## config.mk

```make
export PLATFORM = sky130hd
export DESIGN_NAME = mem_guard_regs
export DESIGN_NICKNAME = d
export VERILOG_FILES = /design/src/hdl/mem_pkg.sv /design/src/hdl/mem_guard_regs.sv
export SDC_FILE = /design/constraint.sdc
export NUM_CORES = 1
export LEC_CHECK = 0
export BUFFER_PORTS_ARGS = -buffer_cell sky130_fd_sc_hd__buf_2
export CORE_MARGIN = 2
export CORE_UTILIZATION = 33
export DETAILED_ROUTE_END_ITERATION = 10
export GPL_TIMING_DRIVEN = 0
export PLACE_DENSITY_LB_ADDON = 0.2
export SLEW_MARGIN = 25
export SYNTH_ARGS = -nofsm -noshare
export SYNTH_HDL_FRONTEND = slang
export SYNTH_SLANG_ARGS = --single-unit
```

## constraint.sdc

```tcl
create_clock -name clk -period 2.15 [get_ports clk]
set_clock_uncertainty 0.1 [all_clocks]
set_input_delay 0.215 -clock clk [delete_from_list [all_inputs] [get_ports clk]]
set_output_delay 0.215 -clock clk [all_outputs]
set_load 0.02 [all_outputs]
```

## src/hdl/mem_pkg.sv

```systemverilog
package mem_pkg;

   // memory geometry
   localparam int MEM_AW    = 10;            // word address width
   localparam int MEM_WORDS = 2 ** MEM_AW;   // 1024 words

   // data words, instructions and byte addresses
   typedef logic [31:0] word_t;

   // word index into the memory array
   typedef logic [MEM_AW-1:0] word_addr_t;

   // one enable per byte lane, lane 0 is the lsb (little-endian)
   typedef logic [3:0] byte_en_t;

   // access size on the load/store port
   typedef logic [1:0] acc_size_t;

   // size codes
   localparam acc_size_t SIZE_BYTE = 2'd0;   // lb / lbu / sb
   localparam acc_size_t SIZE_HALF = 2'd1;   // lh / lhu / sh
   localparam acc_size_t SIZE_WORD = 2'd2;   // lw / sw

   // 2'd3 is not a legal size
   // the datapath handles it like a word access

endpackage : mem_pkg

```

## src/hdl/mem_guard_regs.sv

```systemverilog
`timescale 1ns/1ps

module mem_guard_regs import mem_pkg::*; (
   input  logic       clk,
   input  logic       rst_n,
   input  logic       cfg_we,      // load a new limit, clear status
   input  word_addr_t cfg_limit,   // first writable word
   input  word_addr_t word_addr,   // store target
   input  byte_en_t   be_req,      // nonzero only on a legal store
   input  word_t      addr,        // byte address, kept for the fault report
   output byte_en_t   be_wr,       // enables that reach the memory
   output logic       violation,   // sticky
   output word_t      fault_addr   // first blocked store
);

   word_addr_t limit_q;
   logic       store_req;
   logic       below_limit;
   logic       blocked;

   assign store_req   = |be_req;
   assign below_limit = word_addr < limit_q;  // limit 0 protects nothing
   assign blocked     = store_req & below_limit;

   // kill every lane of a blocked store
   assign be_wr = blocked ? '0 : be_req;

   // protection limit
   always_ff @(posedge clk or negedge rst_n) begin
      if (!rst_n) begin
         limit_q <= '0;
      end else if (cfg_we) begin
         limit_q <= cfg_limit;
      end
   end

   // status, cfg_we takes priority over a blocked store
   always_ff @(posedge clk or negedge rst_n) begin
      if (!rst_n) begin
         violation  <= 1'b0;
         fault_addr <= '0;
      end else if (cfg_we) begin
         violation  <= 1'b0;  // clear on reconfig
         fault_addr <= '0;
      end else if (blocked) begin
         violation <= 1'b1;
         if (!violation) begin
            fault_addr <= addr;  // only the first one is kept
         end
      end
   end

endmodule : mem_guard_regs

```

==> results.py <==
metrics = {
    "timing": {
        "final-hold-violation-count": 0,
        "drv_slew": 0,
        "whs_ns": 0.0310,
        "finalSetupViolCount": 4,
        "fin_crit_sh_pct": 102,
        "fin_ws_ns": -0.0390,
        "rsz0062_at_grt": "yes",
        "worstMarginPinSlew_ns": 0.575,
        "max_slew_margin_pct": 61.7,
        "min_period_ns": 2.19,
        "max_freq_ghz": 0.457,
    },
    "routing": {
        "vias": 1829,
        "dr.first_iter.drc_count": 47,
        "wl_per_cell_um": 13.4,
        "post_drt_via_cell_ratio": 4.34,
        "ant_nets": 0,
        "wl_um": 5640,
        "drc_errors": 0,
        "first_pass_iters": 3,
    },
    "critical_path": {
        "rr_startpoint": "limit_q[3]",
        "crit_type": "reg -> out",
        "worstSetupEndpoint": "be_wr[1]",
        "r2r_cells": 10,
        "critPathMaxStageDelay_ns": 0.35,
        "cp.required_ns": 1.84,
        "path_max_fanout": 5,
        "cp.arrival_ns": 1.87,
        "path_buf_inv": 3,
        "r2r_slack_ns": 0.01,
        "cpLargestDelayFamily": "simple AND/OR/NAND/NOR gates",
        "startpoint_type": "flip-flop",
        "cp_slowest_cell": "dfrtp_1",
        "crit_cells": 8,
        "reg2reg_to": "fault_addr[19]",
        "cp-end-kind": "primary output",
        "path_cells": "inv_2 -> ha_4 -> nand2_4 -> nor4_4 -> a221oi_4 -> buf_6 -> nor2b_1 -> buf_4",
        "critPathLaunch": "limit_q[9]",
    },
    "die": {
        "die_w_um": 87.7,
        "initial_core_util_pct": 34.1,
        "coreArea_um2": 6790,
        "die_area_um2": 7700,
        "rows": 30,
        "die_h_um": 87.7,
        "ios": 96,
    },
    "yosys": {
        "synthCells": 212,
        "synth-xor-area-share_pct": 0,
        "synth-compound-area-share_pct": 5.03,
        "ys_types": 20,
        "synth_fa_ha_area_share_pct": 4.87,
        "synth.avg_cell_area_um2": 10.9,
        "synthSimpleGateAreaFrac_pct": 23.3,
        "synth_top_family_by_area": "simple AND/OR/NAND/NOR gates",
        "post-synth-top-area-fraction_pct": 46.5,
        "synth_fp_nets": 280,
        "ys_ff_latch": 43,
        "synthMuxAreaShare_pct": 14.3,
        "ys_seq_area_share_pct": 46.5,
        "syn_area_um2": 2310,
        "synth_area_leaders": "dfrtp_1 (47%), nand2b_1 (18%), mux2i_1 (14%)",
        "ys_warn_count": 0,
        "yosysTopAreaCell": "dfrtp_1",
    },
    "grt": {
        "grtUsageMet2_pct": 24.1,
        "grt_use_met3_pct": 3.30,
        "grt_pass1_wl_um": 8740,
        "grt_antenna_before_repair": 0,
        "top_usage_layer": "met2",
        "gr-total-overflow": 0,
        "grt_pass1_vias": 1821,
        "grtUsageMet1_pct": 20.0,
        "track_usage_pct": 14.8,
        "grt_max_degree": 44,
    },
    "placed_design": {
        "place_area_um2": 2900,
        "place_inst": 402,
        "place_hpwl_um": 3740,
        "port-buffer-count": 94,
        "gp_congestion": 0.707,
    },
    "power": {
        "power.total_w": 0.00224,
        "irDropWorstVdd_v": 0.000265,
        "power.leakage_nw": 1.64,
        "powerDensity_nw_per_um2": 675,
    },
    "clock_tree": {
        "cts_max_level": 2,
        "clk_latency_ns": 0.29,
        "clk_pin_slew_worst_paths_ns": 0.08,
        "clk_path_buf_depth": 2,
        "cts_buffers": 5,
        "numClockSinks": 43,
        "cts_tree": "done",
        "cts-root-buf": "clkbuf_8",
    },
    "final_layout": {
        "area_growth_pct": 43.5,
        "antenna_cells": 0,
        "finalNetCount": 392,
        "drive_gt1_share_pct": 44.9,
        "final_cell_mix": "buf_2 (89), nand2b_1 (65), dfrtp_1 (43), mux2i_1 (31), clkbuf_1 (10)",
        "fin_area_um2": 3320,
        "final_common_cell": "buf_2",
        "fillCellCount": 628,
        "fin_cells": 421,
    },
    "status": {
        "status": "complete, but fails checks",
        "violations": "setup timing",
    },
    "job": {
        "maxCapViolCount": 0,
    },
    "min_path": {
        "hold_class": "in -> reg",
    },
}
what timing repair did:
action                     CTS  global route
setup buffers                4             3
resized for setup           21            18
cloned                       1             2
pin swaps                    7             5
hold endpoints to repair     0            43
setup endpoints to repair   34            34
hold buffers                 0             1
sequential cells by signal, summed over array words and instances, names as in the netlist:
register    count
violation       1
limit_q        10
fault_addr     32
logic make-up (layout without fill, tap and decap cells):
family | Yosys count | count (layout)
simple gates | 88 | 88
compound gates | 17 | 17
flops | 43 | 43
buf+inv | 22 | 135
mux | 33 | 33
fa+ha+maj | 9 | 9
synthesized netlist by cell type, drive strengths merged:
cell,count
nor4,1
mux2,1
mux2i,32
o211ai,1
nand2,13
inv,9
nor2,3
ha,9
a21oi,4
o21ai,10
a221oi,1
nand2b,65
a21o,1
nor2b,5
or4,1
clkbuf,9
dfrtp,43
buf,4
worst min-delay path by stage:
stage	cells after the start	end	startpoint	slack, ns
2_1_floorplan	0	fault_addr[0]	rst_n	-0.18
3_3_place_gp	3	limit_q[7]	cfg_limit[7]	0.33
3_5_place_dp	2	limit_q[0]	cfg_limit[0]	0.34
4_1_cts	3	limit_q[2]	cfg_limit[2]	0.02
5_1_grt	2	limit_q[0]	cfg_limit[0]	0.03
6_report	2	limit_q[0]	cfg_limit[0]	0.03
where the power goes:
group / total, W / switching, W / internal, W
registers: 0.000933 / 0.0000411 / 0.000892
clock network: 0.000512 / 0.000284 / 0.000227
logic: 0.000796 / 0.000393 / 0.000404
total: 0.00224 / 0.000718 / 0.00152
routing by layer:
layer / share of wire [%] / routed length, µm
met2: 50 / 2830
met3: 4.3 / 240
met4: 0.96 / 54
met5: 0 / 0
met1: 45 / 2520
cell type report:
cell class | instances | area [µm²] | area share, %
Sequential cell | 43 | 1080 | 32.4
Clock inverter | 2 | 12.5 | 0.377
Clock buffer | 6 | 72.6 | 2.19
Timing Repair Buffer | 105 | 638 | 19.2
Multi-Input combinational cell | 147 | 1250 | 37.7
Buffer | 13 | 114 | 3.43
Tap cell | 96 | 120 | 3.62
Inverter | 9 | 33.8 | 1.02
per-stage QoR:
stage | util [%] | setup TNS (ns) | setup slack (ns)
3_3_place_gp | 42.7 | -0.698 | -0.0420
4_1_cts | 46.2 | -0.0375 | -0.0128
5_1_grt | 48.9 | -2.83 | -0.151
6_report | 48.9 | -0.108 | -0.0390
3_5_place_dp | 42.7 | -1.73 | -0.0885
2_1_floorplan | - | 0 | 0.148
No activity file was read; power rests on OpenSTA's default activity.
