File: src/hdl/mem_pkg.sv
package mem_pkg;

   // memory geometry
   localparam int MEM_AW    = 10;            // word address width
   localparam int MEM_WORDS = 2 ** MEM_AW;   // 1024 words

   // data words, instructions and byte addresses
   typedef logic [31:0] word_t;

   // word index into the memory array
   typedef logic [MEM_AW-1:0] word_addr_t;

   // one enable per byte lane, lane 0 is the lsb (little-endian)
   typedef logic [3:0] byte_en_t;

   // access size on the load/store port
   typedef logic [1:0] acc_size_t;

   // size codes
   localparam acc_size_t SIZE_BYTE = 2'd0;   // lb / lbu / sb
   localparam acc_size_t SIZE_HALF = 2'd1;   // lh / lhu / sh
   localparam acc_size_t SIZE_WORD = 2'd2;   // lw / sw

   // 2'd3 is not a legal size
   // the datapath handles it like a word access

endpackage : mem_pkg

File: src/hdl/lsu_align.sv
`timescale 1ns/1ps

module lsu_align import mem_pkg::*; (
   input  logic       mem_read,     // load strobe
   input  logic       mem_write,    // store strobe
   input  acc_size_t  size,
   input  logic       unsigned_ld,  // lbu / lhu
   input  word_t      addr,         // byte address
   input  word_t      wdata,        // narrow data sits in the lsbs
   input  word_t      mem_rdata,    // raw word from memory
   output word_addr_t word_addr,
   output byte_en_t   be_req,       // requested lanes, before the guard
   output word_t      lane_wdata,
   output word_t      rdata,        // extended load result
   output logic       misaligned
);

   logic     mis_raw;     // alignment fault, not yet qualified by the strobes
   logic     active;      // a load or store this cycle
   logic [4:0] lane_sh;   // bit offset of the addressed lane
   word_t    lane_word;   // memory word shifted down to lane 0
   logic     sign_bit;

   assign word_addr = addr[MEM_AW+1:2];  // drop the byte offset
   assign lane_sh   = {addr[1:0], 3'b000};
   assign active    = mem_read | mem_write;

   // alignment check
   always_comb begin
      case (size)
         SIZE_BYTE: mis_raw = 1'b0;                  // bytes always fit
         SIZE_HALF: mis_raw = addr[0];
         default:   mis_raw = addr[1] | addr[0];     // word, and illegal 2'd3
      endcase
   end

   assign misaligned = active & mis_raw;

   // store side, lane enables
   always_comb begin
      be_req = '0;
      if (mem_write && !mis_raw) begin
         case (size)
            SIZE_BYTE: be_req = 4'b0001 << addr[1:0];
            SIZE_HALF: be_req = 4'b0011 << addr[1:0];  // addr[0] is 0 here
            default:   be_req = 4'b1111;
         endcase
      end
   end

   // move lsb data up into the addressed lanes
   assign lane_wdata = wdata << lane_sh;  // zero shift for an aligned word

   // load side
   assign lane_word = mem_rdata >> lane_sh;

   always_comb begin
      sign_bit = 1'b0;
      rdata    = '0;  // idle or misaligned load returns 0
      if (mem_read && !mis_raw) begin
         case (size)
            SIZE_BYTE: begin
               sign_bit = ~unsigned_ld & lane_word[7];
               rdata    = {{24{sign_bit}}, lane_word[7:0]};
            end
            SIZE_HALF: begin
               sign_bit = ~unsigned_ld & lane_word[15];
               rdata    = {{16{sign_bit}}, lane_word[15:0]};
            end
            default: begin
               rdata = mem_rdata;  // full word, nothing to extend
            end
         endcase
      end
   end

endmodule : lsu_align

File: config.mk
export PLATFORM = sky130hd
export DESIGN_NAME = lsu_align
export DESIGN_NICKNAME = d
export VERILOG_FILES = /design/src/hdl/mem_pkg.sv /design/src/hdl/lsu_align.sv
export SDC_FILE = /design/constraint.sdc
export NUM_CORES = 1
export LEC_CHECK = 0
export BUFFER_PORTS_ARGS = -buffer_cell sky130_fd_sc_hd__buf_2
export CORE_MARGIN = 5
export CORE_UTILIZATION = 35
export DETAILED_ROUTE_END_ITERATION = 10
export GPL_ROUTABILITY_DRIVEN = 0
export PLACE_DENSITY = 0.88
export SLEW_MARGIN = 40
export SYNTH_ARGS = -nofsm -noshare
export SYNTH_HDL_FRONTEND = slang
export SYNTH_SLANG_ARGS = --single-unit
export TNS_END_PERCENT = 1
File: constraint.sdc
create_clock -name vclk -period 1.85
set_input_delay 0.2775 -clock vclk [all_inputs]
set_output_delay 0.2775 -clock vclk [all_outputs]
set_load 0.02 [all_outputs]
==> reports/results.ini, run 1 <==
[floorplan]
boundaryPins=180
start_util_pct=36.90
rows=23
die_x_um=75.64
die-area_sq_um=5721
coreArea_sq_um=4086
die_h_um=75.64

[cells_and_area]
register_area_sq_um=0
fin_cells=425
final_util_pct=59.40
n_clock_buffer=0
antennaDiodeCount=0
seq_cells=0
layout-drive-gt1-share_pct=49.33
area_growth_syn_to_layout_pct=61.00
final_nets=478

[pwr]
p_per_area_nw_per_um2=274.7
peakVddDrop_mv=0.1121
total_leakage_power_uw=0.001371

[detailed_routing]
ant_nets=0
wire_per_inst_um=15.86
drt-pass1-iter-count=4
drt-initial-drc-count=77
drc=0
via_per_inst=5.334
wl_mm=6.739
vias=2267

[logic_synthesis]
synth_compound_area_share_pct=32.28
avgSynthCellArea_sq_um=6.256
netlist_area_sq_um=1508
yosys.cell_count.top_type=nand2_1
ys_types=36
synth_top_area_cell=mux2i_1
netlist_top_cells_area=mux2i_1 (17%), nand2_1 (13%), a21oi_1 (8.3%)
synth_common_cells=nand2_1 (51), a21oi_1 (25), mux2i_1 (25)
yosys.area_share.simple_pct=35.52
syn_nets=342
post_synth_mux_area_share_pct=18.84
yosysSeqAreaShare_pct=0
yosys_warnings=0
synth_fa_ha_area_share_pct=0
synthCells=241
synth_top_family_by_area=simple AND/OR/NAND/NOR gates
synth-xor-area-share_pct=1.162
synth_top_area_share_pct=16.60

[setup_path]
cp_top_family=buffers and inverters
critPathMostFrequentCell=buf_6
worstSetupStartpointType=input port
cp-end-kind=primary output
crit_type=input port to primary output
cp.depth=7
slowest_delay_ns=0.49
cp.required_ns=1.57
crit_chain=buf_6 > mux4_2 > nor4b_4 > buf_4 > buf_6 > o21a_1 > buf_2
worstSetupStartpoint=addr[1]
endpoint=rdata[11]
crit_arrival_ns=1.61
crit_buf_inv=4
slowest_stage=mux4_2
cp_max_fo=6

[place]
dp_cells=425
portBuffers=140
hpwl_mm=5.328

[global_routing]
grt_max_degree=33
antenna_found_initial=0
grt_usage_pct=20.94
grt_first_pass_wirelength_mm=9.729
grt_pass1_vias=2244
grt_overflow_total=0

[sta]
slew_headroom_pct=59.52
fmax_mhz=530.2
holdWs_ns=0.5551
rsz0062_at_grt=true
finalSetupViolations=23
layout_setup_ws_ns=-0.03600
fin_crit_ns=1.886
worst_pin_slew_ns=0.6049
final-hold-violation-count=0
slew_violations=0
period_share_pct=101.9

[worst_hold_path]
whs_path_depth=0
min_path_type=input port to primary output

[job]
cap_viol_max_count=0

[clock_tree]
post_cts_buffers=0

[run_status]
violations=setup timing
status=complete, but fails checks

what timing repair did:
item,4_1_cts,5_1_grt
hold buffers,0,0
setup endpoints to repair,33,36
pin swaps,4,0
cloned,0,0
gates resized for setup,15,11
cell families (layout without fill, tap and decap cells):
family,after synthesis,in the layout
and+or+nand+nor,109,109
AOI/OAI and AO/OA,69,69
buffers and inverters,34,168
muxes,27,27
xor gates and xnor gates,2,2
report_power, final:
part           internal (uW)  leakage (uW)  switching, uW  total (uW)
registers                  0             0              0           0
clock network              0             0              0           0
logic                    288       0.00137            379         667
total                    288       0.00137            379         667
layout make-up:
cell class,instances,area [sq um]
timing repair buffer,167,1011
tap,50,62.56
fill,401,1659
multi-input combinational,207,1350
inverter,1,3.754
stage by stage:
| step | instance area, sq um | total power, uW | setup TNS (ns) | setup slack [ns] |
|---|---|---|---|---|
| after global placement | 2337 | 626.8 | -1.262 | -0.08242 |
| after floorplan | 1514 | 400.3 | 0 | 0.09379 |
| final | 2427 | 666.7 | -0.4745 | -0.03600 |
| after detailed placement | 2337 | 639.7 | -1.932 | -0.1003 |
| after CTS | 2395 | 656.0 | -0.5714 | -0.04188 |
| after global routing | 2427 | 720.4 | -1.830 | -0.08525 |
worst min-delay path by stage:
stage / from / slack (ns) / end
2_1_floorplan: addr[2] / 0.67 / word_addr[0]
3_3_place_gp: addr[3] / 0.56 / word_addr[1]
3_5_place_dp: addr[3] / 0.56 / word_addr[1]
4_1_cts: addr[3] / 0.56 / word_addr[1]
5_1_grt: addr[8] / 0.56 / word_addr[6]
6_report: addr[11] / 0.56 / word_addr[9]
layout by cell type (no fill, tap or decap), types with 2 or more instances in the layout:
master / synthesis / final
a211oi_1: 8 / 8
a21oi_1: 25 / 25
and2_1: 9 / 9
buf_12: 0 / 3
buf_2: 9 / 130
buf_4: 10 / 24
buf_6: 1 / 8
buf_8: 0 / 2
mux2i_1: 25 / 25
nand2_1: 51 / 51
nand2b_1: 2 / 2
nor2_1: 18 / 16
nor2b_1: 20 / 19
nor3b_1: 2 / 2
o21a_1: 8 / 8
o21ai_0: 10 / 10
o221a_2: 7 / 7
o221ai_1: 5 / 5
layer usage:
| layer | global-route usage, % | wire [um] |
|---|---|---|
| met1 | 22.63 | 2452 |
| met3 | 3.034 | 776 |
| met5 | 0 | 0 |
| met2 | 43.05 | 3477 |
| met4 | 2.718 | 32 |
Power figures use the tool's default switching activity.
==> run 2: changes to the inputs <==
--- a/config.mk
+++ b/config.mk
@@ -11,6 +11,7 @@
 export DETAILED_ROUTE_END_ITERATION = 10
 export GPL_ROUTABILITY_DRIVEN = 0
 export PLACE_DENSITY = 0.88
+export REMOVE_ABC_BUFFERS = 1
 export SLEW_MARGIN = 40
 export SYNTH_ARGS = -nofsm -noshare
 export SYNTH_HDL_FRONTEND = slang
==> reports/results.ini, run 2 (same netlist as run 1, synthesis figures left out) <==
[run_status]
status=complete, but fails checks
violations=setup timing

[global_routing]
grt_overflow_total=0
grt_max_degree=36
grt_usage_pct=20.78
antenna_found_initial=0
grt_first_pass_wirelength_mm=9.528
grt_pass1_vias=2030

[floorplan]
rows=23
boundaryPins=180
coreArea_sq_um=4086
die_x_um=75.64
start_util_pct=36.90
die-area_sq_um=5721
die_h_um=75.64

[place]
hpwl_mm=5.473
portBuffers=140

[cells_and_area]
antennaDiodeCount=0
n_fill_cell=368
n_clock_buffer=0
final_nets=473
layout_common_cells=buf_2 (121), nand2_1 (43), mux2i_1 (25), a21oi_1 (25)
area_growth_syn_to_layout_pct=60.91
seq_cells=0
register_area_sq_um=0
layout_commonest_cell=buf_2
layout-drive-gt1-share_pct=50.27

[sta]
slew_headroom_pct=71.69
fin_crit_ns=1.970
holdWs_ns=0.5552
final-hold-violation-count=0
period_share_pct=106.5
rsz0062_at_grt=true
slew_violations=0
final.setup.tns_ns=-1.437
worst_pin_slew_ns=0.4246
layout_setup_ws_ns=-0.1199
fmax_mhz=507.6
finalSetupViolations=16

[worst_hold_path]
min_path_type=input port to primary output

[detailed_routing]
ant_nets=0
drt-initial-drc-count=216
drt-met1-wl_mm=2.401
drc=0
wire_per_inst_um=16.00
via_per_inst=5.319
wl_mm=6.722
wl_met2_mm=3.298
highest_layer=met4
drt-pass1-iter-count=4
route.met3.wl_um=952
vias=2234

[setup_path]
cp.required_ns=1.57
critPathMostFrequentCell=buf_6
slowest_delay_ns=0.51
crit_chain=buf_6 > mux4_2 > nor4b_4 > a32oi_4 > buf_6 > nand2_2 > buf_6
cp_top_family=multiplexers
cp-end-kind=primary output
cp_max_fo=8
slowest_stage=mux4_2
worstSetupStartpointType=input port
crit_buf_inv=3
crit_arrival_ns=1.69
crit_type=input port to primary output

[pwr]
peakVddDrop_mv=0.1380
total_leakage_power_uw=0.001339
p_per_area_nw_per_um2=272.2

[clock_tree]
post_cts_buffers=0
hold_buffers=0

[job]
cap_viol_max_count=0

run 2: cell count changes in the layout (fill, tap and decap cells not counted), sizes merged:
cell	delta
buf	-5
run 2: metal layers:
metal / global-route usage (%) / vias up
met2: 35.57 / 122
met5: 0 / -
met3: 9.499 / 8
met4: 3.883 / 0
li1: - / 1110
met1: 23.98 / 994
run 2: worst paths after layout:
path | startpoint | end | slack (ns) | depth (start not counted)
worst max-delay path | addr[1] | rdata[20] | -0.12 | 7
worst min-delay path | addr[6] | word_addr[4] | 0.56 | 0
run 2: what timing repair did:
item	4_1_cts	5_1_grt
setup endpoints to repair	29	33
gates resized for setup	7	42
pin swaps	0	6
run 2: report_power, final:
part	switching, uW	internal [uW]
combinational	375	285
clock	0	0
sequential	0	0
total	375	285
run 2: layout make-up:
cell class	instances	area [sq um]	area share, %
Multi-Input combinational cell	207	1359	56.01
Timing Repair Buffer	162	1001	41.26
Tap cell	50	62.56	2.579
Inverter	1	3.754	0.1547
run 2: through the flow:
| stage | std cells | utilization, % | setup WS, ns | instance area (sq um) | total power, uW |
|---|---|---|---|---|---|
| 6_report | 420 | 59.37 | -0.1199 | 2426 | 660.4 |
| 5_1_grt | 420 | 59.37 | -0.1662 | 2426 | 713.3 |
| 4_1_cts | 420 | 55.97 | -0.09785 | 2287 | 629.7 |
| 3_5_place_dp | 420 | 55.51 | -0.1630 | 2268 | 623.0 |
| 3_3_place_gp | 420 | 55.51 | -0.1359 | 2268 | 607.7 |
| 2_1_floorplan | 208 | - | -0.1656 | 1328 | 318.4 |
==> run 3: changes to the inputs <==
--- a/config.mk
+++ b/config.mk
@@ -6,11 +6,13 @@
 export NUM_CORES = 1
 export LEC_CHECK = 0
 export BUFFER_PORTS_ARGS = -buffer_cell sky130_fd_sc_hd__buf_2
-export CORE_MARGIN = 5
-export CORE_UTILIZATION = 35
+export CELL_PAD_IN_SITES_DETAIL_PLACEMENT = 0
+export CELL_PAD_IN_SITES_GLOBAL_PLACEMENT = 1
+export CORE_MARGIN = 3
+export CORE_UTILIZATION = 20
 export DETAILED_ROUTE_END_ITERATION = 10
 export GPL_ROUTABILITY_DRIVEN = 0
-export PLACE_DENSITY = 0.88
+export PLACE_DENSITY = 0.86
 export REMOVE_ABC_BUFFERS = 1
 export SLEW_MARGIN = 40
 export SYNTH_ARGS = -nofsm -noshare
==> reports/results.ini, run 3 (same netlist as run 1, synthesis figures left out) <==
[setup_path]
crit_arrival_ns=1.68
cp_top_family=buffers and inverters
slowest_stage=mux4_2
crit_chain=buf_8 > mux4_2 > nor4b_4 > buf_4 > buf_4 > o21a_1 > buf_2
crit_buf_inv=4
slowest_delay_ns=0.52
crit_type=input port to primary output
cp_max_fo=3
cp.required_ns=1.57
cp-end-kind=primary output
critPathMostFrequentCell=buf_4
worstSetupStartpointType=input port

[cells_and_area]
area_growth_syn_to_layout_pct=70.54
register_area_sq_um=0
final_util_pct=35.26
n_clock_buffer=0
seq_cells=0
antennaDiodeCount=0
layout_commonest_cell=buf_2
layout_common_cells=buf_2 (120), nand2_1 (47), mux2i_1 (25), a21oi_1 (25), buf_4 (25)
layout-drive-gt1-share_pct=50.79
final_nets=481

[floorplan]
die_h_um=92.83
die-area_sq_um=8616
coreArea_sq_um=7292
rows=31
boundaryPins=180
die_x_um=92.83
start_util_pct=20.68

[sta]
worst_pin_slew_ns=0.4826
slew_violations=0
fmax_mhz=511.8
fin_crit_ns=1.954
final.setup.tns_ns=-1.330
rsz0062_at_grt=true
final-hold-violation-count=0
slew_headroom_pct=67.76
period_share_pct=105.6
layout_setup_ws_ns=-0.1040
finalSetupViolations=20

[run_status]
violations=setup timing
status=complete, but fails checks

[place]
hpwl_mm=5.884
portBuffers=140
place_ws_ns=-0.1916

[global_routing]
grt_usage_pct=15.98
grt_pass1_vias=2182
grt_overflow_total=0
antenna_found_initial=0
grt_max_degree=35
grt_first_pass_wirelength_mm=11.21

[detailed_routing]
wire_per_inst_um=15.60
drt-pass1-iter-count=5
ant_nets=0
drc=0
via_per_inst=4.671
vias=2228
drt-initial-drc-count=158
wl_mm=7.442

[pwr]
total_leakage_power_uw=0.001385
combPwrFrac_pct=100.0
p_per_area_nw_per_um2=265.6
internal-power_uw=300.1
seq_power_share_pct=0
clkPwrFrac_pct=0
p_switching_uw=382.9
p_sw_share_pct=56.06
peakVddDrop_mv=0.06774
p_total_uw=683.0

[clock_tree]
hold_buffers=0

[job]
cap_viol_max_count=0

[worst_hold_path]
min_path_type=input port to primary output

## run 3: stage by stage
step           hold slack [ns]  cell area, sq um  std cells
2_1_floorplan           0.5550              1328        208
5_1_grt                 0.5551              2571        477
6_report                0.5551              2571        477
3_3_place_gp            0.5552              2392        474
3_5_place_dp            0.5552              2392        474
4_1_cts                 0.5552              2589        479
## run 3: layout make-up
class / count / area, sq um
Fill cell: 816 / 4721
Inverter: 1 / 3.754
Multi-Input combinational cell: 207 / 1356
Tap cell: 99 / 123.9
Timing Repair Buffer: 170 / 1087
## run 3: repair_timing
item / CTS / global route
setup endpoints to repair: 32 / 32
gates cloned: 1 / 0
buffers inserted: 4 / 0
gates resized for setup: 44 / 11
pin swaps: 1 / 2
## run 3: power by group through the flow
stage | Clock (uW) | Combinational, uW | Sequential (uW)
after floorplan | 0 | 318 | 0
after global placement | 0 | 631 | 0
after detailed placement | 0 | 641 | 0
after CTS | 0 | 685 | 0
after global routing | 0 | 740 | 0
final | 0 | 683 | 0
## run 3: per-layer routing
layer | up-vias | GRT usage, % | wire length, um
met5 | - | 0 | 0
met4 | 0 | 2.076 | 73
met2 | 77 | 26.99 | 3683
met3 | 6 | 6.499 | 765
li1 | 1128 | - | -
met1 | 1017 | 19.47 | 2919
## run 3: worst paths after layout
kind                    start           end  cells past startpoint
worst max-delay path  addr[1]      rdata[9]                      7
worst min-delay path  addr[8]  word_addr[6]                      0
